==> config.mk <==
export PLATFORM = sky130hd
export DESIGN_NAME = keypad_decoder
export DESIGN_NICKNAME = d
export VERILOG_FILES = /design/src/verilog/ps2_keypad_pkg.sv /design/src/verilog/keypad_decoder.sv
export SDC_FILE = /design/constraint.sdc
export NUM_CORES = 1
export LEC_CHECK = 0
export BUFFER_PORTS_ARGS = -buffer_cell sky130_fd_sc_hd__buf_4
export CAP_MARGIN = 20
export CORE_MARGIN = 2
export CORE_UTILIZATION = 23
export CTS_CLUSTER_DIAMETER = 50
export DETAILED_ROUTE_END_ITERATION = 6
export PLACE_DENSITY_LB_ADDON = 0.25
export SYNTH_ARGS = -nofsm -noshare
export SYNTH_HDL_FRONTEND = slang
export SYNTH_SLANG_ARGS = --single-unit
export TNS_END_PERCENT = 50
==> constraint.sdc <==
create_clock -name clk -period 4.6 [get_ports clk]
set_input_delay 0.23 -clock clk [delete_from_list [all_inputs] [get_ports clk]]
set_output_delay 0.23 -clock clk [all_outputs]
set_load 0.05 [all_outputs]
==> src/verilog/ps2_keypad_pkg.sv <==
package ps2_keypad_pkg;

  typedef logic [7:0] ps2_byte_t;
  typedef logic [7:0] key_code_t;
  typedef logic [2:0] led_t;        // scroll, num, caps
  typedef logic [7:0] err_count_t;
  typedef logic [1:0] cfg_addr_t;

  localparam ps2_byte_t code_bat_ok = 8'hAA;  // self-test passed
  localparam ps2_byte_t code_ack    = 8'hFA;
  localparam ps2_byte_t code_break  = 8'hF0;
  localparam ps2_byte_t code_ext    = 8'hE0;
  localparam ps2_byte_t code_caps   = 8'h58;
  localparam ps2_byte_t cmd_enable  = 8'hF4;
  localparam ps2_byte_t cmd_set_led = 8'hED;

  // hex pad lookup, unmapped codes come back unchanged with a low flag
  function automatic logic keypad_map(input ps2_byte_t scan, output key_code_t code);
    logic mapped;
    mapped = 1'b1;
    code   = scan;
    case (scan)
      8'h45: code = 8'h00;
      8'h16: code = 8'h01;
      8'h1E: code = 8'h02;
      8'h26: code = 8'h03;
      8'h25: code = 8'h04;
      8'h2E: code = 8'h05;
      8'h36: code = 8'h06;
      8'h3D: code = 8'h07;
      8'h3E: code = 8'h08;
      8'h46: code = 8'h09;
      8'h1C: code = 8'h0A;
      8'h32: code = 8'h0B;
      8'h21: code = 8'h0C;
      8'h23: code = 8'h0D;
      8'h24: code = 8'h0E;
      8'h2B: code = 8'h0F;
      default: mapped = 1'b0;
    endcase
    return mapped;
  endfunction

endpackage
==> src/verilog/keypad_decoder.sv <==
`timescale 1ns/1ps

module keypad_decoder import ps2_keypad_pkg::*; (
  input  logic      clk,
  input  logic      reset,
  input  logic      rx_valid,
  output logic      rx_ready,
  input  ps2_byte_t rx_data,
  output logic      tx_valid,
  input  logic      tx_ready,
  output ps2_byte_t tx_data,
  output logic      key_valid,
  input  logic      key_ready,
  output key_code_t key_code,
  output logic      key_break,
  output logic      key_mapped,
  input  logic      scan_enable,
  input  logic      led_request,
  input  led_t      led,
  output logic      led_done,
  output logic      caps_toggle
);

  typedef enum logic [3:0] {
    st_idle,
    st_break_pending,
    st_ext_pending,
    st_send_enable,
    st_wait_ack,
    st_send_led_cmd,
    st_wait_led_ack,
    st_send_led_value,
    st_wait_value_ack
  } state_t;

  state_t    state;
  ps2_byte_t held_code;   // key currently down, 0 when none
  key_code_t map_code;
  logic      map_hit;
  logic      rx_fire;
  logic      rx_is_ack;

  assign rx_ready  = !(key_valid && !key_ready);
  assign rx_fire   = rx_valid && rx_ready;
  assign rx_is_ack = rx_fire && (rx_data == code_ack);

  always_comb begin
    map_hit = keypad_map(rx_data, map_code);
  end

  // same cycle as the return to idle, so the request is gone on the next one
  assign led_done = (state == st_wait_value_ack) && rx_is_ack;

  always_comb begin
    tx_valid = 1'b0;
    tx_data  = cmd_enable;
    case (state)
      st_send_enable: tx_valid = 1'b1;
      st_send_led_cmd: begin
        tx_valid = 1'b1;
        tx_data  = cmd_set_led;
      end
      st_send_led_value: begin
        tx_valid = 1'b1;
        tx_data  = {5'b0, led};
      end
      default: tx_valid = 1'b0;
    endcase
  end

  always_ff @(posedge clk) begin
    if (reset) begin
      state       <= st_idle;
      held_code   <= '0;
      key_valid   <= 1'b0;
      caps_toggle <= 1'b0;
    end else begin
      caps_toggle <= 1'b0;
      if (key_valid && key_ready) begin
        key_valid <= 1'b0;
      end
      case (state)
        st_idle: begin
          if (rx_fire) begin
            if (rx_data == code_bat_ok) begin
              held_code <= '0;                   // keyboard restarted
              state     <= st_send_enable;
            end else if (rx_data == code_break) begin
              state <= st_break_pending;
            end else if (rx_data == code_ext) begin
              state <= st_ext_pending;
            end else if (rx_data != code_ack && rx_data != held_code) begin
              held_code   <= rx_data;            // later repeats give no event
              caps_toggle <= (rx_data == code_caps);
              if (scan_enable) begin
                key_valid  <= 1'b1;
                key_code   <= map_code;
                key_break  <= 1'b0;
                key_mapped <= map_hit;
              end
            end
          end else if (led_request) begin
            state <= st_send_led_cmd;
          end
        end
        st_break_pending: begin
          if (rx_fire) begin
            if (rx_data == held_code) begin
              held_code <= '0;
            end
            if (scan_enable) begin
              key_valid  <= 1'b1;
              key_code   <= map_code;
              key_break  <= 1'b1;
              key_mapped <= map_hit;
            end
            state <= st_idle;
          end
        end
        st_ext_pending: begin
          if (rx_fire && rx_data != code_break) begin
            state <= st_idle;                    // E0 codes are dropped
          end
        end
        st_send_enable:    if (tx_ready) state <= st_wait_ack;
        st_wait_ack:       if (rx_is_ack) state <= st_idle;
        st_send_led_cmd:   if (tx_ready) state <= st_wait_led_ack;
        st_wait_led_ack:   if (rx_is_ack) state <= st_send_led_value;
        st_send_led_value: if (tx_ready) state <= st_wait_value_ack;
        st_wait_value_ack: if (rx_is_ack) state <= st_idle;
        default: state <= st_idle;
      endcase
    end
  end

endmodule

Yosys cells after proc, flatten, opt, wreduce, memory -nomap -nowiden
Cells that the tools add are included.

operators by class
  eq/ne operators = 53
  multiplexer cells = 59
  bitwise operators = 4
  reductions and logical operators = 19

operator list
  cell                                                 number
  one-hot mux 8 bit (16 select lines)                  1
  two-way mux 8 bit                                    14
  equality test 8 x 6 -> 1 bit, second input constant  11
  two-way mux 4 bit                                    12
  one-hot mux 8 bit (2 select lines)                   3
  equality test 8 bit, second input constant           4
  one-hot mux 4 bit (8 select lines)                   1
  != test 2 bit, second input constant                 14
  two-way mux 1 bit                                    25
  equality test 8 x 5 -> 1 bit, second input constant  3
  equality test 8 x 7 -> 1 bit, second input constant  3
  equality test 4 x 3 -> 1 bit, second input constant  4
  != test 8 bit, second input constant                 2
  OR reduction 16 bit                                  1
  != test 3 bit, second input constant                 4
  AND reduction 10 bit                                 1
  AND reduction 9 bit                                  1
  equality test 4 x 2 -> 1 bit, second input constant  2
  equality test 8 bit                                  1
  != test 8 bit                                        1
  AND reduction 8 bit                                  1
  logical AND 1 bit                                    7
  AND reduction 7 bit                                  1
  OR reduction 7 bit                                   1
  11 further kinds                                     17

storage, ports and cells
  flip-flop bits (word level) = 24
  bits of input ports = 18
  output and inout port bits = 23
  word-level logic and storage cells = 142

Depth between registers and ports, before layout
Gate-level depths: netlist of run 1.

  depth after elaboration = 10
  mapped depth = 8
  depth with buffers taken out = 6

Worst setup path before layout of run 1
No wires, ideal clock.

  path kind = register to register
  start point = register key_valid
  end point = register key_code[0] (enable)
  library setup time = 0.399 ns
  data arrival time = 2.432 ns
  data required time = 4.201 ns
  path slack = 1.769 ns
  stages on the path, launching flop included = 7
  path buffers = 0
  period minus slack after synthesis = 2.831 ns
  cell sequence = dfxtp_1 nor2b_1 inv_1 nand2_1 a21oi_1 a31oi_1 nor4bb_1

between the ends
  word-level cells in the longest chain between the ends = 5
  elaborated cells between the ends (all ways) = 6
  those cells by class = 2 x eq/ne; 4 x reduce/logical

ends and longest elaborated chain
  what                                    line                   RTL
  from (decl)                             keypad_decoder.sv:12   output logic key_valid,
  from (signal assigned)                  keypad_decoder.sv:75   key_valid <= 1'b0;
  from (signal assigned)                  keypad_decoder.sv:80   key_valid <= 1'b0;
  from (signal assigned)                  keypad_decoder.sv:96   key_valid <= 1'b1;
  logical AND 1 bit *                     keypad_decoder.sv:43   assign rx_ready = !(key_valid && !key_ready);
  zero test 1 bit *                       keypad_decoder.sv:43
  net rx_ready                            keypad_decoder.sv:7    output logic rx_ready,
  logical AND 1 bit *                     keypad_decoder.sv:44   assign rx_fire = rx_valid && rx_ready;
  != test 2 bit (no source line)          n/a
  AND reduction 8 bit (no source line) *  n/a
  to (signal assigned)                    keypad_decoder.sv:97   key_code <= map_code;
  to (signal assigned)                    keypad_decoder.sv:113  key_code <= map_code;
  to (decl)                               keypad_decoder.sv:14   output key_code_t key_code,

The timed path passes the listed nets; every way through them passes the cells marked *.
A chain may end at the register's enable or synchronous reset.

Worst setup path after layout of run 1
  start point = register state[0]
  end point = output port tx_data[1]

between the ends
  word-level cells in the longest chain between the ends = 2
  elaborated cells between the ends (all ways) = 3
  those cells by class = 2 x eq/ne; 1 x mux

ends and longest elaborated chain
  what                                  line                  RTL
  from (decl)                           keypad_decoder.sv:36  state_t state;
  from (signal assigned)                keypad_decoder.sv:73  state <= st_idle;
  from (signal assigned)                keypad_decoder.sv:87  state <= st_send_enable;
  from (signal assigned)                keypad_decoder.sv:89  state <= st_break_pending;
  equality test 4 x 3 -> 1 bit          keypad_decoder.sv:57  case (state)
  one-hot mux 8 bit (2 select lines) *  keypad_decoder.sv:57
  to (decl)                             keypad_decoder.sv:11  output ps2_byte_t tx_data,

Every way passes the cells marked *; elsewhere a longest branch is shown, timed or not.

==> flow_metrics.py, run 1 <==
metrics = {
    "sta": {
        "skew_ns": 0.003029,
        "rsz0062_at_grt": "no",
        "hold_violations": 0,
        "finalSetupTns_ns": 0,
        "worst_pin_slew_ns": 0.5069,
        "clock.fmax_mhz": 500.0,
        "worst_slack_ns": 2.600,
        "setup_violations": 0,
        "slew_viol_final": 0,
        "min_period_over_period_pct": 43.48,
        "layout_min_cycle_time_ns": 2.000,
        "relSlewSlack_pct": 66.16,
    },
    "clock_network": {
        "cts_tree": "built",
        "cts.sinks": 24,
        "clk_pin_slew_ns": 0.09,
        "numCtsBuffers": 3,
        "clock_latency_ns": 0.27,
        "cts_buffer_depth": 2,
        "cts_resized": 0,
        "cts-root-buf": "clkbuf_8",
        "hold_buffers": 0,
        "post_cts_buffers": 0,
        "cts_max_level": 1,
    },
    "worst_setup_path": {
        "cp_max_fo": 14,
        "cp.required_ns": 4.37,
        "crit_family": "flip-flops",
        "reg2reg_slack_ns": 2.66,
        "cp-startpoint": "state[0]$_SDFFE_PP0P_",
        "crit_chain": "nand3b_1, or2_1, nor2_1, buf_4",
        "worstSetupEndpointType": "primary output",
        "critPathLaunchType": "register",
        "cpPeakStageDelay_ns": 0.65,
        "reg2reg_to": "state[3]$_SDFFE_PP0P_",
        "critPathSlowestCell": "dfxtp_1",
        "crit_path_end": "tx_data[1]",
        "r2r_start": "state[0]$_SDFFE_PP0P_",
        "crit_type": "reg -> out",
        "path_buf_inv": 1,
        "cp.depth": 4,
        "crit_arrival_ns": 1.77,
        "rr_worst_depth": 5,
    },
    "placement": {
        "finalWeightedCongestion": 0.8447,
        "place_ws_ns": 2.009,
        "io_buffers": 40,
        "dpl.cell_count": 360,
        "place_hpwl_um": 3765,
    },
    "floorplanning": {
        "initial_core_util_pct": 24.00,
        "row_count": 33,
        "pin_count": 41,
        "die_h_um": 97.06,
        "die_x_um": 97.06,
        "core_area_mm2": 0.008299,
        "fp.dieArea_mm2": 0.009421,
    },
    "power": {
        "p_sw_share_pct": 42.44,
        "p_int_w": 0.0006198,
        "leakagePower_nw": 0.8886,
        "seqPwrFrac_pct": 32.4,
        "p_switching_w": 0.0004570,
        "power_density_mw_per_mm2": 451.1,
        "power_frac_comb_pct": 50.3,
        "ir_drop_v": 0.0001591,
        "p_clk_share_pct": 17.3,
    },
    "detailed_routing": {
        "first_iter_violations": 241,
        "vias": 1781,
        "drc_errors": 0,
        "routed_via_density": 4.879,
        "wl_um": 5118,
        "wl_per_cell_um": 14.02,
        "drt_pre_antenna_iters": 6,
        "ant_nets": 0,
    },
    "logic_synthesis": {
        "syn_area_mm2": 0.001992,
        "ys_ff_latch": 24,
        "ys.flop_type": "dfxtp_1",
        "synth-edff-count": 10,
        "synth_cell_type_count": 58,
        "synthArstFlopShare_pct": 0,
        "synth-seq-area-share_pct": 29.15,
        "yosys_warnings": 0,
        "synth_fp_nets": 256,
        "netlist_instances": 238,
        "synth_area_per_cell_um2": 8.369,
    },
    "cells_and_area": {
        "fin_cells": 365,
        "fillers": 878,
        "utilization_pct": 28.77,
        "drive_gt1_share_pct": 21.92,
        "area_growth_pct": 19.85,
        "n_antenna_cell": 0,
        "nNetsFinal": 279,
    },
    "grt": {
        "grt_pass1_vias": 1675,
        "antenna_found_initial": 0,
        "grt.overflow.total": 0,
        "grt_pass1_wl_um": 8542,
        "grt_max_degree": 27,
        "grtUsageTotal_pct": 10.81,
    },
    "job": {
        "cap_violations": 0,
    },
    "min_path": {
        "hp-class": "in -> reg",
        "hold_start": "scan_enable",
        "holdPathStages": 3,
    },
    "status": {
        "status": "finished, final reports clean",
    },
}
flip-flops by register name, indices dropped and copies added (netlist names):
register	flops
key_mapped	1
key_code	8
held_code	8
state	4
key_break	1
key_valid	1
caps_toggle	1
cells by family after synthesis:
kind of cell           synth area share [%]
AND/OR/NAND/NOR                       31.22
AO/OA/AOI/OAI                         19.29
buffers and inverters                 7.977
flip-flops                            29.15
multiplexers                          7.098
XOR/XNOR                              5.277
worst min-delay path by stage:
stage | endpoint | slack [ns]
finish | key_valid$_SDFF_PP0_ | 0.26
detailed placement | held_code[0]$_SDFFE_PP0P_ | 0.48
global route | key_code[7]$_DFFE_PP_ | 0.26
CTS | key_valid$_SDFF_PP0_ | 0.25
global placement | held_code[0]$_SDFFE_PP0P_ | 0.48
floorplan | key_valid$_SDFF_PP0_ | 0.39
cells in the mapped netlist (all sizes together) (2+ instances only):
cell	n	area share [%]
a32oi	2	0.88
nand3	2	0.50
nor4	2	0.94
nor3	7	1.8
and2	3	0.94
nor3b	3	1.1
nor2	13	2.4
nand3b	7	2.6
o21a	2	0.75
dfxtp	14	14
a21boi	2	0.75
a41oi	2	0.88
edfxtp	10	15
mux2i	13	6.5
nor4bb	2	1.0
and4	2	0.88
or4	2	0.75
buf	18	5.2
nor2b	9	2.8
a31oi	4	1.3
a2111oi	2	0.88
a221o	2	1.0
a21o	2	0.75
xnor2	9	4.0
or3	4	1.3
inv	9	1.7
o32ai	2	0.88
and3	3	0.94
xor2	3	1.3
clkbuf	5	0.94
nand2	16	3.0
a21oi	11	3.0
o211ai	4	1.5
nand2b	19	6.0
a211o	3	1.3
or3b	2	0.88
o22ai	2	0.63
o21ai	4	1.0
nand4	4	1.6
tightest hold or removal path: cells and delay by family:
| family | cells | cell delay, ns |
|---|---|---|
| buffers and inverters | 1 | 0.12 |
| AND/OR/NAND/NOR | 1 | 0.08 |
| AO/OA/AOI/OAI | 1 | 0.06 |
placed cells by master (no fill, tap or decap), types with 3 or more instances in the layout:
master	Yosys	final
nand3b_1	7	7
nand2_1	16	16
edfxtp_1	10	10
dfxtp_1	14	14
or3_1	4	4
inv_2	4	4
nand2b_1	19	19
nor3b_1	3	3
buf_4	5	40
nor3_1	7	7
and2_1	3	3
o21ai_0	4	4
xor2_1	3	3
mux2i_1	13	13
xnor2_1	9	9
and3_1	3	3
a21oi_1	10	10
a31oi_1	4	4
inv_1	5	5
nand4_1	3	3
nor2b_1	9	9
clkbuf_8	0	3
nor2_1	13	13
a211o_1	3	3
o211ai_1	4	4
through the flow:
step | total power [W] | hold WS [ns] | instance area [µm²]
6_report | 0.001077 | 0.2575 | 2387
2_1_floorplan | 0.0007679 | 0.3941 | 1992
5_1_grt | 0.001148 | 0.2629 | 2387
3_3_place_gp | 0.0008931 | 0.4759 | 2308
4_1_cts | 0.001083 | 0.2451 | 2380
3_5_place_dp | 0.0008937 | 0.4821 | 2308
routing by layer:
metal | up-vias | track usage [%] | routed length, µm
li1 | 913 | - | -
met1 | 831 | 15.50 | 2554
met2 | 35 | 16.67 | 2321
met3 | 2 | 2.302 | 199
met4 | 0 | 2.384 | 43
met5 | - | 0 | 0
layout make-up:
cell class	count	area, µm²	share of cell area (%)
Multi-Input combinational cell	181	1259	52.73
Sequential cell	24	580.6	24.32
Timing Repair Buffer	41	307.8	12.89
Tap cell	105	131.4	5.503
Clock buffer	3	41.29	1.730
Inverter	10	37.54	1.572
Clock inverter	1	30.03	1.258
power by group through the flow:
stage               combinational, W  sequential (W)  clock, W
finish                      0.000542        0.000349  0.000187
global route                0.000591        0.000357  0.000199
CTS                         0.000541        0.000349  0.000193
detailed placement          0.000540        0.000354         0
global placement            0.000537        0.000356         0
floorplan                   0.000401        0.000367         0
(Power assumes the default switching activity.)
==> run 2, diff against run 1 <==
==> constraint.sdc (replaced) <==
create_clock -name clk -period 2.05 [get_ports clk]
set_input_delay 0.1025 -clock clk [delete_from_list [all_inputs] [get_ports clk]]
set_output_delay 0.1025 -clock clk [all_outputs]
set_load 0.05 [all_outputs]
==> flow_metrics.py, run 2 (synthesized netlist as in run 1, its figures left out) <==
metrics = {
    "sta": {
        "finalSetupTns_ns": 0,
        "rsz0062_at_grt": "no",
        "clock.fmax_mhz": 530.2,
        "setup_violations": 0,
        "worst_pin_slew_ns": 0.5066,
        "relSlewSlack_pct": 65.97,
        "layout_min_cycle_time_ns": 1.886,
        "slew_viol_final": 0,
        "min_period_over_period_pct": 92.00,
        "skew_ns": 0.003968,
        "hold_violations": 0,
    },
    "detailed_routing": {
        "drt_pre_antenna_iters": 4,
        "vias": 1860,
        "wl_um": 5291,
        "ant_nets": 0,
        "drc_errors": 0,
        "wl_per_cell_um": 14.22,
        "routed_via_density": 5.000,
        "first_iter_violations": 133,
    },
    "grt": {
        "grt_pass1_vias": 1794,
        "grt_max_degree": 27,
        "grt_pass1_wl_um": 8901,
        "antenna_found_initial": 0,
        "grt.overflow.total": 0,
        "grtUsageTotal_pct": 11.15,
    },
    "floorplanning": {
        "row_count": 33,
        "core_area_mm2": 0.008299,
        "pin_count": 41,
        "fp.dieArea_mm2": 0.009421,
        "die_h_um": 97.06,
        "initial_core_util_pct": 24.00,
        "die_x_um": 97.06,
    },
    "worst_setup_path": {
        "cp.required_ns": 1.95,
        "cp_max_fo": 13,
        "crit_arrival_ns": 1.78,
        "r2r_start": "state[2]$_SDFFE_PP0P_",
        "cp-startpoint": "state[2]$_SDFFE_PP0P_",
        "critPathLaunchType": "register",
        "worstSetupEndpointType": "primary output",
        "crit_type": "reg -> out",
    },
    "cells_and_area": {
        "layout_commonest_cell": "buf_4",
        "area_growth_pct": 22.17,
        "n_antenna_cell": 0,
        "final_cell_mix": "48 x buf_4, 19 x nand2b_1, 16 x nand2_1",
        "utilization_pct": 29.32,
        "drive_gt1_share_pct": 25.09,
        "reg.largest.list": "held_code (8), key_code (8), state (4)",
        "nNetsFinal": 286,
    },
    "power": {
        "p_switching_w": 0.001048,
        "seqPwrFrac_pct": 32.9,
        "leakagePower_nw": 0.9210,
        "power_density_mw_per_mm2": 977.6,
        "p_int_w": 0.001331,
        "ir_drop_v": 0.0003217,
        "p_clk_share_pct": 12.4,
        "finalPower_w": 0.002379,
        "power_frac_comb_pct": 54.7,
        "p_sw_share_pct": 44.07,
    },
    "status": {
        "status": "finished, final reports clean",
    },
    "placement": {
        "finalWeightedCongestion": 0.7640,
        "io_buffers": 40,
        "place_hpwl_um": 3986,
    },
    "clock_network": {
        "cts_buffer_depth": 2,
        "post_cts_buffers": 0,
        "numCtsBuffers": 3,
        "cts-root-buf": "clkbuf_8",
        "clk_pin_slew_ns": 0.09,
        "cts_resized": 0,
        "cts.sinks": 24,
        "hold_buffers": 0,
        "cts_tree": "built",
        "clock_latency_ns": 0.27,
        "cts_max_level": 1,
    },
    "job": {
        "cap_violations": 0,
    },
    "min_path": {
        "hold_start": "scan_enable",
        "hp-class": "in -> reg",
    },
}
## run 2: cell count changes in the layout (fill, tap and decap cells not counted), sizes merged
| cell | previous run | this run |
|---|---|---|
| buf | 40 | 48 |
| bufinv | 1 | 0 |
## run 2: routing by layer
metal	wire, µm	global-route usage [%]	share of wire (%)	vias up
met5	0	0	0	-
li1	-	-	-	923
met4	0	2.600	0	0
met3	209	1.799	4.0	0
met2	2503	17.95	47	40
met1	2578	15.67	49	897
## run 2: worst paths after layout
check	cells after the start	slack, ns	to
max	4	0.16	tx_data[1]
min	3	0.12	key_valid$_SDFF_PP0_
max reg2reg	5	0.16	state[3]$_SDFFE_PP0P_
min reg2reg	2	0.49	held_code[1]$_SDFFE_PP0P_
## run 2: stage by stage
step / cell area (µm²) / std cells / hold WS (ns) / worst slack (ns)
after floorplan: 2018 / 238 / 0.2566 / -0.03419
after global placement: 2389 / 368 / 0.3976 / 0.1491
final: 2434 / 372 / 0.1152 / 0.1640
after global routing: 2434 / 372 / 0.1274 / 0.03688
after detailed placement: 2389 / 368 / 0.4013 / 0.1625
after CTS: 2434 / 372 / 0.1103 / 0.1619
## run 2: critical path: stages (launching register included)
cell and delay, ns:
dfxtp_1 0.62, nand3b_1 0.22, or2_2 0.39, nor2_4 0.09, buf_4 0.19
## run 2: layout make-up
class	count	area [µm²]
fillers	874	5866
multi-input cells	181	1275
clock buffers	4	45.04
well taps	105	131.4
flip-flops and latches	24	584.3
repair buffers	48	360.3
inverters	10	37.54
## run 2: power groups by stage
| stage | combinational, W | clock, W | sequential [W] |
|---|---|---|---|
| 5_1_grt | 0.00142 | 0.000337 | 0.000803 |
| 3_5_place_dp | 0.00130 | 0 | 0.000793 |
| 3_3_place_gp | 0.00131 | 0 | 0.000789 |
| 2_1_floorplan | 0.000929 | 0 | 0.000824 |
| 4_1_cts | 0.00130 | 0.000309 | 0.000782 |
| 6_report | 0.00130 | 0.000295 | 0.000783 |
