## config.mk

```make
export PLATFORM = sky130hd
export DESIGN_NAME = keypad_regs
export DESIGN_NICKNAME = d
export VERILOG_FILES = /design/src/verilog/ps2_keypad_pkg.sv /design/src/verilog/keypad_regs.sv
export SDC_FILE = /design/constraint.sdc
export NUM_CORES = 1
export LEC_CHECK = 0
export ABC_AREA = 1
export BUFFER_PORTS_ARGS = -buffer_cell sky130_fd_sc_hd__buf_2
export CAP_MARGIN = 20
export CORE_ASPECT_RATIO = 0.75
export CORE_UTILIZATION = 45
export CTS_CLUSTER_SIZE = 8
export DETAILED_ROUTE_END_ITERATION = 10
export PLACE_DENSITY_LB_ADDON = 0.1
export SETUP_SLACK_MARGIN = 0.02
export SYNTH_ARGS = -nofsm -noshare
export SYNTH_HDL_FRONTEND = slang
export SYNTH_SLANG_ARGS = --single-unit
```

## constraint.sdc

```tcl
create_clock -name clk -period 1.8 [get_ports clk]
set_input_delay 0.09 -clock clk [delete_from_list [all_inputs] [get_ports clk]]
set_output_delay 0.09 -clock clk [all_outputs]
set_load 0.03 [all_outputs]
```

## src/verilog/ps2_keypad_pkg.sv

```systemverilog
package ps2_keypad_pkg;

  typedef logic [7:0] ps2_byte_t;
  typedef logic [7:0] key_code_t;
  typedef logic [2:0] led_t;        // scroll, num, caps
  typedef logic [7:0] err_count_t;
  typedef logic [1:0] cfg_addr_t;

  localparam ps2_byte_t code_bat_ok = 8'hAA;  // self-test passed
  localparam ps2_byte_t code_ack    = 8'hFA;
  localparam ps2_byte_t code_break  = 8'hF0;
  localparam ps2_byte_t code_ext    = 8'hE0;
  localparam ps2_byte_t code_caps   = 8'h58;
  localparam ps2_byte_t cmd_enable  = 8'hF4;
  localparam ps2_byte_t cmd_set_led = 8'hED;

  // hex pad lookup, unmapped codes come back unchanged with a low flag
  function automatic logic keypad_map(input ps2_byte_t scan, output key_code_t code);
    logic mapped;
    mapped = 1'b1;
    code   = scan;
    case (scan)
      8'h45: code = 8'h00;
      8'h16: code = 8'h01;
      8'h1E: code = 8'h02;
      8'h26: code = 8'h03;
      8'h25: code = 8'h04;
      8'h2E: code = 8'h05;
      8'h36: code = 8'h06;
      8'h3D: code = 8'h07;
      8'h3E: code = 8'h08;
      8'h46: code = 8'h09;
      8'h1C: code = 8'h0A;
      8'h32: code = 8'h0B;
      8'h21: code = 8'h0C;
      8'h23: code = 8'h0D;
      8'h24: code = 8'h0E;
      8'h2B: code = 8'h0F;
      default: mapped = 1'b0;
    endcase
    return mapped;
  endfunction

endpackage
```

## src/verilog/keypad_regs.sv

```systemverilog
`timescale 1ns/1ps

module keypad_regs import ps2_keypad_pkg::*; (
  input  logic       clk,
  input  logic       reset,
  input  logic       cfg_write,
  input  cfg_addr_t  cfg_addr,
  input  logic [7:0] cfg_wdata,
  output logic [7:0] cfg_rdata,
  input  logic       rx_error,
  input  logic       caps_toggle,
  input  logic       led_done,
  output logic       scan_enable,
  output led_t       led,
  output logic       led_request
);

  localparam cfg_addr_t addr_ctrl   = 2'd0;
  localparam cfg_addr_t addr_led    = 2'd1;
  localparam cfg_addr_t addr_errors = 2'd2;   // read only

  led_t       led_next;
  logic       led_change;
  logic       led_again;   // value moved while a command pair was pending
  err_count_t err_count;

  always_comb begin
    led_next = led;
    if (cfg_write && cfg_addr == addr_led) begin
      led_next = cfg_wdata[2:0];
    end
    if (caps_toggle) begin
      led_next[2] = ~led_next[2];
    end
  end

  assign led_change = (led_next != led);

  always_ff @(posedge clk) begin
    if (reset) begin
      scan_enable <= 1'b1;
      led         <= '0;
      led_request <= 1'b0;
      led_again   <= 1'b0;
      err_count   <= '0;
    end else begin
      led <= led_next;
      if (cfg_write && cfg_addr == addr_ctrl) begin
        scan_enable <= cfg_wdata[0];
      end
      if (rx_error && err_count != '1) begin
        err_count <= err_count + 1'b1;         // saturates
      end
      if (led_done) begin
        led_request <= led_again || led_change;
        led_again   <= 1'b0;
      end else if (led_change) begin
        led_request <= 1'b1;
        led_again   <= led_request;
      end
    end
  end

  always_ff @(posedge clk) begin
    case (cfg_addr)
      addr_ctrl:   cfg_rdata <= {7'b0, scan_enable};
      addr_led:    cfg_rdata <= {5'b0, led};
      addr_errors: cfg_rdata <= err_count;
      default:     cfg_rdata <= '0;
    endcase
  end

endmodule

```

# Word-level counts from Yosys, hierarchy flattened
# Index checks and enable logic that the tools add are counted.
# op_classes
n_addsub	1
n_eq_ne	4
mux	5
bitwise_logic	1
n_reduce_logical	7
# ops
operator	count
$pmux 8 s3	1
$add 8x1->8 const B	1
$ne 8x8->1 const B	1
$logic_and 1x1->1	3
$mux 1	3
$mux 3	1
$ne 3x3->1	1
$eq 2x1->1 const B	1
$eq 2x2->1 const B	1
$logic_not 2->1	1
$reduce_bool 2->1	1
$reduce_or 2->1	1
$logic_or 1x1->1	1
$not 1->1	1
# word_totals
ff_bits	22

# Longest topological paths before layout
# Gate-level depths: netlist (run 1).
# logic_depth
depth_word	8
ltp_mapped	10

# Least setup slack after synthesis (run 1)
# OpenSTA, ideal clock, no wires.
# synth_timing
path_kind	flip-flop to flip-flop
startpoint	reg err_count[0]
endpoint	reg err_count[3]
arrival_ns	1.187
required_ns	1.687
path_slack_ns	0.500
path_stages_with_launch	9
path_buffers	0
period_less_slack_ns	1.300
cell_sequence	dfxtp_1 -> ha_1 -> nand4_2 -> o21ai_4 -> inv_2 -> nand2_1 -> nand2_1 -> inv_1 -> nor2_1
# synth_between
elab_chain_cells	2
# synth_lines
element	line	rtl
start, declared	keypad_regs.sv:25	err_count_t err_count;
start signal, assigned	keypad_regs.sv:52	err_count <= err_count + 1'b1;
parallel branches: the longest is 2 deep, another holds $add 8x1->8	--	
# Parallel ways; which one is timed is not known.
# A chain may end at the register's enable or synchronous reset.

# Worst setup path in the final report (run 1)
# Ends and elaborated chain as after synthesis.

==> metrics.md, run 1 <==
| Metric | Value |
|---|---|
| Fin nets | `177` |
| Routed WL per cell | `between 10 and 15 um` |
| Hold Path End | `led_again` |
| Met2 WL | `about 800 um` |
| Max Cap Violations | `0` |
| Min Hold Slack | `0.0424 ns` |
| CTS Buf Count | `3` |
| Mapped Area | `a little under 1000 um^2` |
| Top sig layer | `met3` |
| Leakage | `about 0.54 nW` |
| Core area | `2050 um^2` |
| Met1 WL | `1060 um` |
| Status | `complete, no violations` |
| Hold_sp | `led_done` |
| Reg2reg start | `err_count[0]` |
| RSZ-0062 raised after global routing | `false` |
| Non-filler cells, final | `183` |
| R2R depth | `8` |
| Antenna violations before repair | `0` |
| Max-slew headroom | `80.8%` |
| DIE AREA | `2400 um^2` |
| Area grow syn2layout | `17.4%` |
| Die X | `56.3 um` |
| Sink Count | `22` |
| Max Slew Vio Count | `0` |
| CP Class | `reg -> reg` |
| Final Power | `about 0.92 mW` |
| H-tree depth | `1` |
| Starting DRC count in detailed routing | `19` |
| Endpoint type of the worst setup path | `flop` |
| Max incr delay on CP | `0.38 ns` |
| CTS tree | `yes` |
| R2r endpoint | `err_count[3]` |
| R2r setup slk | `0.27 ns` |
| Congestion Overflow GR | `0` |
| First-pass GRT wire length | `3450 um` |
| Clock Tree Buf Depth | `2` |
| Hold Path Stages | `4` |
| GR Util All Layers | `18.6%` |
| HPWL after DPL | `1520 um` |
| Fmax | `653 MHz` |
| Fillers | `208` |
| Via count | `885` |
| Placement Setup Slack | `0.307 ns` |
| Synth Area per Inst | `roughly 7.4 um^2` |
| Setup TNS | `0 ns` |
| Slowest CP cell | `dfxtp_1` |
| Pwr/cell area | `791 nW/um^2` |
| Initial cell density of the core | `48.5%` |
| Crit-path max FO | `8` |
| Drt first pass iters | `4` |
| Clock transition at path regs | `0.12 ns` |
| Cells after DPL | `179` |
| ANT nets after route | `0` |
| Worst-margin pin slew | `0.288 ns` |
| Via density | `around 4.8` |
| Number of global-route vias before repair | `805` |
| Row count | `14` |
| I/O pin total | `29` |
| Most common cell after layout, fill and taps aside | `nand2_1` |
| Period minus WS final | `1.53 ns` |
| Root buf cell | `clkbuf_4` |
| Final Hold Fails | `0` |
| Die height | `42.7 um` |
| Post-cts gate resize count | `0` |
| Worst skew pair latency | `0.30 ns` |
| Crit path cell chain | `ha_1, nand4_2, o21ai_4, inv_2, nand2_1, nand2_1, inv_1, nor2_1` |
| Largest net degree at the start of global routing | `13` |
| Syn Inst Count | `between 100 and 150` |
| Seq cells post-synth | `22` |
| Yosys warnings | `0` |
| Worst Hold Class | `in -> reg` |
| Ant. Diodes | `0` |
| Syn nets | `151` |
| Startpoint types | `flop` |
| WL met3 | `76 um` |
| Critical path's most frequent cell | `nand2_1` |
| Most frequent cells in the layout | `nand2_1 (25), buf_2 (23), inv_1 (22), dfxtp_1 (22), nor2_1 (15)` |
| WL final | `1940 um` |
| Post-synthesis sequential area ratio | `44.3%` |
| Routability Congestion | `0.799` |
| Postcts setup bufs | `0` |
| Synth unique cells | `22` |
| Ratio of cells with drive above 1 in the final layout | `a little under a quarter` |
| Req. time, crit path | `2.01 ns` |
| Clock skew | `0.00206 ns` |
| Slack of the critical path | `0.268 ns` |
| IO buf count | `23` |
| Worst VDD drop | `0.585 mV` |
| Post-CTS Hold Fix Bufs | `0` |
| Post-route DRC | `0` |
| Period utilization | `85.1%` |
| Final setup fails | `0` |
| Critical Path AT | `around 1.8 ns` |
-- state kept, by name, summed over array words and instances (netlist names) --
signal,flops
cfg_rdata,8
led,3
err_count,8
scan_enable,1
led_again,1
led_request,1
-- layer usage --
layer | up-vias | GRT usage (%)
met1 | 389 | 26.0
li1 | 484 | -
met3 | 0 | 6.40
met5 | - | 0
met2 | 12 | 28.6
met4 | 0 | 2.93
-- Yosys cell counts --
cell	count	area (um^2)
nor2_1	15	56.3
nand4_1	6	37.5
inv_2	4	15.0
ha_1	1	12.5
o21ai_4	1	16.3
o21ai_0	4	20.0
dfxtp_1	22	440
xor2_1	3	26.3
a211oi_1	2	15.0
nand3_1	6	30.0
nor3_1	2	10.0
nand4_2	1	12.5
a21oi_1	8	40.0
o22ai_1	2	12.5
o221ai_1	1	8.76
clkbuf_1	1	3.75
nand2_1	25	93.8
buf_2	1	5.00
nand3_2	3	30.0
o21ai_1	3	15.0
nor2_4	1	11.3
inv_1	22	82.6
-- power breakdown --
group / internal (mW) / leakage, nW / switching (mW)
sequential: 0.506 / 0.179 / 0.0105
clock: 0.123 / 0.0210 / 0.147
combinational: 0.0436 / 0.338 / 0.0935
total: 0.673 / 0.539 / 0.251
-- how the worst max path moves through the flow --
| stage | start | end | slack [ns] | cells after the start |
|---|---|---|---|---|
| after global placement | err_count[0] | err_count[4] | 0.34 | 8 |
| after floorplan | err_count[0] | err_count[3] | 0.50 | 8 |
| after global routing | err_count[1] | err_count[3] | 0.13 | 8 |
| final | err_count[0] | err_count[3] | 0.27 | 8 |
| after detailed placement | err_count[0] | err_count[3] | 0.31 | 8 |
| after CTS | err_count[0] | err_count[3] | 0.28 | 8 |
-- worst max-delay path, delay by kind of cell (launching register included) --
| kind | cells | cell delay (ns) |
|---|---|---|
| flip-flops | 1 | 0.38 |
| buffers and inverters | 2 | 0.16 |
| AND/OR/NAND/NOR | 4 | 0.37 |
| adder cells (fa/ha/maj) | 1 | 0.26 |
| AO/OA/AOI/OAI | 1 | 0.27 |
-- per-stage QoR --
stage / util, % / area [um^2]
floorplan: - / 995
global route: 57.0 / 1170
global placement: 55.2 / 1130
finish: 57.0 / 1170
detailed placement: 55.2 / 1130
CTS: 57.0 / 1170
-- kinds of logic (layout without fill, tap and decap cells) --
kind of cell,after synthesis,after routing,share of synthesized area (%)
compound gates,21,21,12.8
xor+xnor,3,3,2.64
flops,22,22,44.3
simple gates,59,59,28.3
buf+inv,28,53,10.7
fa+ha+maj,1,1,1.26
-- final cells by class --
type	count	area (um^2)	share of cell area, %
timing repair buffer	23	115	9.86
sequential	22	440	37.7
multi-input combinational	84	448	38.4
tap	24	30.0	2.57
inverter	26	97.6	8.36
clock buffer	4	36.3	3.11
No activity file was read; power rests on OpenSTA's default activity.
==> inputs of run 2 (changes only) <==
==> constraint.sdc (replaced) <==
create_clock -name clk -period 1.7 [get_ports clk]
set_input_delay 0.085 -clock clk [delete_from_list [all_inputs] [get_ports clk]]
set_output_delay 0.085 -clock clk [all_outputs]
set_load 0.03 [all_outputs]
==> metrics.md, run 2 (synthesis gave the netlist of run 1 again) <==
| Metric | Value |
|---|---|
| CP Class | `reg -> reg` |
| Via count | `900` |
| Buf/Inv on CP | `2` |
| GR Util All Layers | `around a fifth` |
| Die X | `56.3 um` |
| Initial cell density of the core | `around half` |
| Startpoint types | `flop` |
| Congestion Overflow GR | `0` |
| Endpoint type of the worst setup path | `flop` |
| Period utilization | `87.9%` |
| Worst-margin pin slew | `~0.28 ns` |
| Max Cap Violations | `0` |
| I/O pin total | `29` |
| Max Slew Vio Count | `0` |
| Final setup fails | `0` |
| Critical path's most frequent cell | `nand2_1` |
| Biggest regs | `cfg_rdata (8), err_count (8), led (3)` |
| First-pass GRT wire length | `around 3400 um` |
| R2R depth | `8` |
| Internal power | `between 0.8 and 0.9 mW` |
| ANT nets after route | `0` |
| Ratio of cells with drive above 1 in the final layout | `23.3%` |
| Clock skew | `0.0120 ns` |
| Crit path cell chain | `ha_1, nand4_2, o21ai_4, inv_2, nand2_1, nand2_1, inv_1, nor2_1` |
| RSZ-0062 raised after global routing | `false` |
| Gate power share | `13.2%` |
| Ant. Diodes | `0` |
| Sw Share | `25.2%` |
| Post-cts gate resize count | `0` |
| Row count | `14` |
| Area grow syn2layout | `19.0%` |
| Hold Path End | `led_again` |
| Fillers | `a little under 200` |
| Die height | `42.7 um` |
| Critical Path AT | `1.72 ns` |
| Reg2reg start | `err_count[1]` |
| CTS Buf Count | `3` |
| DIE AREA | `2400 um^2` |
| Most common cell after layout, fill and taps aside | `nand2_1` |
| R2r endpoint | `err_count[4]` |
| IO buf count | `23` |
| H-tree depth | `1` |
| Sequential Power Share | `between 40% and 50%` |
| Crit-path max FO | `8` |
| Number of global-route vias before repair | `773` |
| Most frequent cells in the layout | `nand2_1 (25), buf_2 (23), inv_1 (22), dfxtp_1 (22), nor2_1 (15)` |
| Sink Count | `22` |
| Clock Tree Buf Depth | `2` |
| Core area | `2050 um^2` |
| Max-slew headroom | `~80%` |
| Routed WL per cell | `10.9 um` |
| Clk pwr share | `between 30 and 40%` |
| Worst skew pair latency | `roughly 0.32 ns` |
| Hold_sp | `led_done` |
| Postcts setup bufs | `0` |
| Worst Hold Class | `in -> reg` |
| HPWL after DPL | `1550 um` |
| Setup TNS | `0 ns` |
| Crit-path leading delay family | `flip-flops` |
| Max incr delay on CP | `about 0.38 ns` |
| Hold Path Stages | `4` |
| Status | `complete, no violations` |
| Switching power | `0.276 mW` |
| Req. time, crit path | `1.93 ns` |
| Post-CTS Hold Fix Bufs | `0` |
| Drt first pass iters | `4` |
| Fmax | `between 600 and 700 MHz` |
| Via density | `4.92` |
| Post-route DRC | `0` |
| Worst VDD drop | `about 0.77 mV` |
| Fin nets | `177` |
| Clock transition at path regs | `around 0.13 ns` |
| Root buf cell | `clkbuf_4` |
| Pwr/cell area | `926 nW/um^2` |
| WL final | `2000 um` |
| Largest net degree at the start of global routing | `14` |
| Slowest CP cell | `dfxtp_1` |
| Period minus WS final | `1.49 ns` |
| Leakage | `around 0.55 nW` |
| Final Hold Fails | `0` |
| R2r setup slk | `0.21 ns` |
| Min Hold Slack | `0.0141 ns` |
| Antenna violations before repair | `0` |
| Routability Congestion | `0.804` |
| Starting DRC count in detailed routing | `21` |
| CTS tree | `yes` |
==> run 2: worst max-delay path by stage <==
stage                 startpoint            to  depth (start not counted)
CTS                 err_count[1]  err_count[3]                          8
detailed placement  err_count[0]  err_count[3]                          8
global route        err_count[1]  err_count[3]                          8
finish              err_count[1]  err_count[4]                          8
floorplan           err_count[0]  err_count[3]                          8
global placement    err_count[0]  err_count[4]                          8
==> run 2: area by class of cell <==
cell class              instances  area (um^2)  share of cell area, %
clock inverters                 1         30.0                   2.54
well taps                      24         30.0                   2.54
inverters                      26         97.6                   8.25
flip-flops and latches         22          440                   37.2
clock buffers                   3         22.5                   1.90
repair buffers                 23          115                   9.73
multi-input cells              84          448                   37.8
==> run 2: per-layer routing <==
layer	wire, um	vias up	GRT usage, %
met5	0	-	0
met4	0	0	2.93
met3	82	0	6.40
met2	863	18	29.5
met1	1050	400	25.7
li1	-	482	-
==> run 2: through the flow <==
step           instances  worst slack [ns]  util [%]  area, um^2  total power, mW
2_1_floorplan        134             0.400         -         995            0.658
3_3_place_gp         179             0.238      55.2        1130            0.700
3_5_place_dp         179             0.215      55.2        1130            0.704
4_1_cts              183             0.204      57.8        1180             1.10
5_1_grt              183            0.0549      57.8        1180             1.15
6_report             183             0.206      57.8        1180             1.10
==> run 2: power groups by stage <==
stage          combinational [mW]  clock [mW]  sequential [mW]
3_5_place_dp                0.145           0            0.559
3_3_place_gp                0.142           0            0.558
2_1_floorplan              0.0742           0            0.584
6_report                    0.145       0.405            0.547
4_1_cts                     0.146       0.410            0.547
5_1_grt                     0.164       0.432            0.550
==> run 2: worst register-to-register path: stages (launching register included) <==
cell and delay, ns:
dfxtp_1 0.38, ha_1 0.25, nand4_2 0.18, o21ai_4 0.26
inv_2 0.11, nand2_1 0.09, nand2_1 0.05, inv_1 0.04
nor2_1 0.03
==> inputs of run 3 (changes only) <==
--- a/config.mk
+++ b/config.mk
@@ -10,8 +10,10 @@
 export CAP_MARGIN = 20
 export CORE_ASPECT_RATIO = 0.75
 export CORE_UTILIZATION = 45
+export CTS_BUF_LIST = sky130_fd_sc_hd__clkbuf_16
 export CTS_CLUSTER_SIZE = 8
 export DETAILED_ROUTE_END_ITERATION = 10
+export MAX_ROUTING_LAYER = met4
 export PLACE_DENSITY_LB_ADDON = 0.1
 export SETUP_SLACK_MARGIN = 0.02
 export SYNTH_ARGS = -nofsm -noshare
==> metrics.md, run 3 (synthesis gave the netlist of run 1 again) <==
| Metric | Value |
|---|---|
| Startpoint types | `flop` |
| Fmax | `roughly 670 MHz` |
| Biggest regs | `cfg_rdata (8), err_count (8), led (3)` |
| Fin nets | `177` |
| Sequential Power Share | `roughly two fifths` |
| GR Util All Layers | `19.6%` |
| Sink Count | `22` |
| Via count | `900` |
| Antenna violations before repair | `0` |
| CP Class | `reg -> reg` |
| Clock transition at path regs | `0.06 ns` |
| Post-cts gate resize count | `0` |
| First-pass GRT wire length | `around 3500 um` |
| Initial cell density of the core | `48.5%` |
| Leakage | `0.569 nW` |
| Req. time, crit path | `1.85 ns` |
| H-tree depth | `1` |
| Clock skew | `0.00446 ns` |
| Internal power | `1.05 mW` |
| Die height | `42.7 um` |
| Max-slew headroom | `between 80% and 90%` |
| HPWL after DPL | `roughly 1500 um` |
| IO buf count | `23` |
| Period utilization | `88.2%` |
| Row count | `14` |
| Via density | `4.92` |
| Postcts setup bufs | `0` |
| Pwr/cell area | `between 1000 and 1500 nW/um^2` |
| CTS tree | `yes` |
| ANT nets after route | `0` |
| Clk pwr share | `between 40% and 50%` |
| Number of global-route vias before repair | `~800` |
| Status | `complete, no violations` |
| Setup TNS | `0 ns` |
| Most common cell after layout, fill and taps aside | `nand2_1` |
| Ant. Diodes | `0` |
| Worst-margin pin slew | `0.275 ns` |
| Worst skew pair latency | `0.25 ns` |
| I/O pin total | `29` |
| Final setup fails | `0` |
| RSZ-0062 raised after global routing | `false` |
| Routability Congestion | `about 0.82` |
| Worst Hold Class | `in -> reg` |
| Endpoint type of the worst setup path | `flop` |
| WL final | `2050 um` |
| Largest net degree at the start of global routing | `14` |
| Final Power | `about 1.3 mW` |
| Area grow syn2layout | `24.3%` |
| Most frequent cells in the layout | `nand2_1 (25), buf_2 (23), inv_1 (22), dfxtp_1 (22), nor2_1 (15)` |
| DIE AREA | `2400 um^2` |
| Starting DRC count in detailed routing | `14` |
| Switching power | `~0.3 mW` |
| Placement Setup Slack | `around 0.21 ns` |
| Routed WL per cell | `11.2 um` |
| Crit-path max FO | `8` |
| Max Slew Vio Count | `0` |
| Slack of the critical path | `0.201 ns` |
| Critical Path AT | `1.65 ns` |
| Die X | `56.3 um` |
| Clock Tree Buf Depth | `2` |
| Post-CTS Hold Fix Bufs | `0` |
| Final Hold Fails | `0` |
| Ratio of cells with drive above 1 in the final layout | `23.3%` |
| CTS Buf Count | `3` |
| Root buf cell | `clkbuf_16` |
| Worst VDD drop | `1.15 mV` |
| Max Cap Violations | `0` |
| Post-route DRC | `0` |
| Congestion Overflow GR | `0` |
| Core area | `2050 um^2` |
| Gate power share | `10.7%` |
| Sw Share | `22.3%` |
| Drt first pass iters | `4` |
| Period minus WS final | `1.50 ns` |
-- run 3: cell counts in the layout (fill, tap and decap cells not counted) --
No cell type changed its count.
-- run 3: per-layer routing --
layer,global-route usage [%],share of wire (%),routed length [um],vias up
met5,-,0,0,-
met4,1.46,0,0,0
met3,6.40,3.5,71,0
met2,31.2,45,924,13
met1,25.7,51,1050,405
li1,-,-,-,482
-- run 3: cell type report --
cell class / instances / area (um^2)
fill: 193 / 813
timing repair buffer: 23 / 115
clock buffer: 3 / 75.1
inverter: 26 / 97.6
multi-input combinational: 84 / 448
tap: 24 / 30.0
clock inverter: 1 / 30.0
sequential: 22 / 440
-- run 3: power by group through the flow --
stage	sequential [mW]	combinational (mW)	clock, mW
after detailed placement	0.559	0.145	0
final	0.547	0.145	0.658
after floorplan	0.584	0.0742	0
after CTS	0.547	0.146	0.660
after global placement	0.558	0.142	0
after global routing	0.550	0.164	0.679
-- run 3: worst paths after layout --
check / startpoint / endpoint / slack, ns / depth (start not counted)
max: err_count[0] / err_count[3] / 0.20 / 8
min: led_done / led_again / 0.09 / 4
max reg2reg: err_count[0] / err_count[3] / 0.20 / 8
min reg2reg: err_count[4] / cfg_rdata[4] / 0.49 / 2
-- run 3: critical path, stage by stage (launching register included) --
cell and delay (ns):
dfxtp_1 0.36, ha_1 0.25, nand4_2 0.18, o21ai_4 0.27, inv_2 0.11, nand2_1 0.09
nand2_1 0.05, inv_1 0.05, nor2_1 0.04
-- run 3: metrics by stage --
step                      hold WS [ns]  cell area (um^2)  utilization, %  cells
after floorplan                  0.235               995               -    134
after global placement           0.348              1130            55.2    179
after detailed placement         0.362              1130            55.2    179
after CTS                       0.0930              1240            60.3    183
after global routing             0.111              1240            60.3    183
final                           0.0910              1240            60.3    183
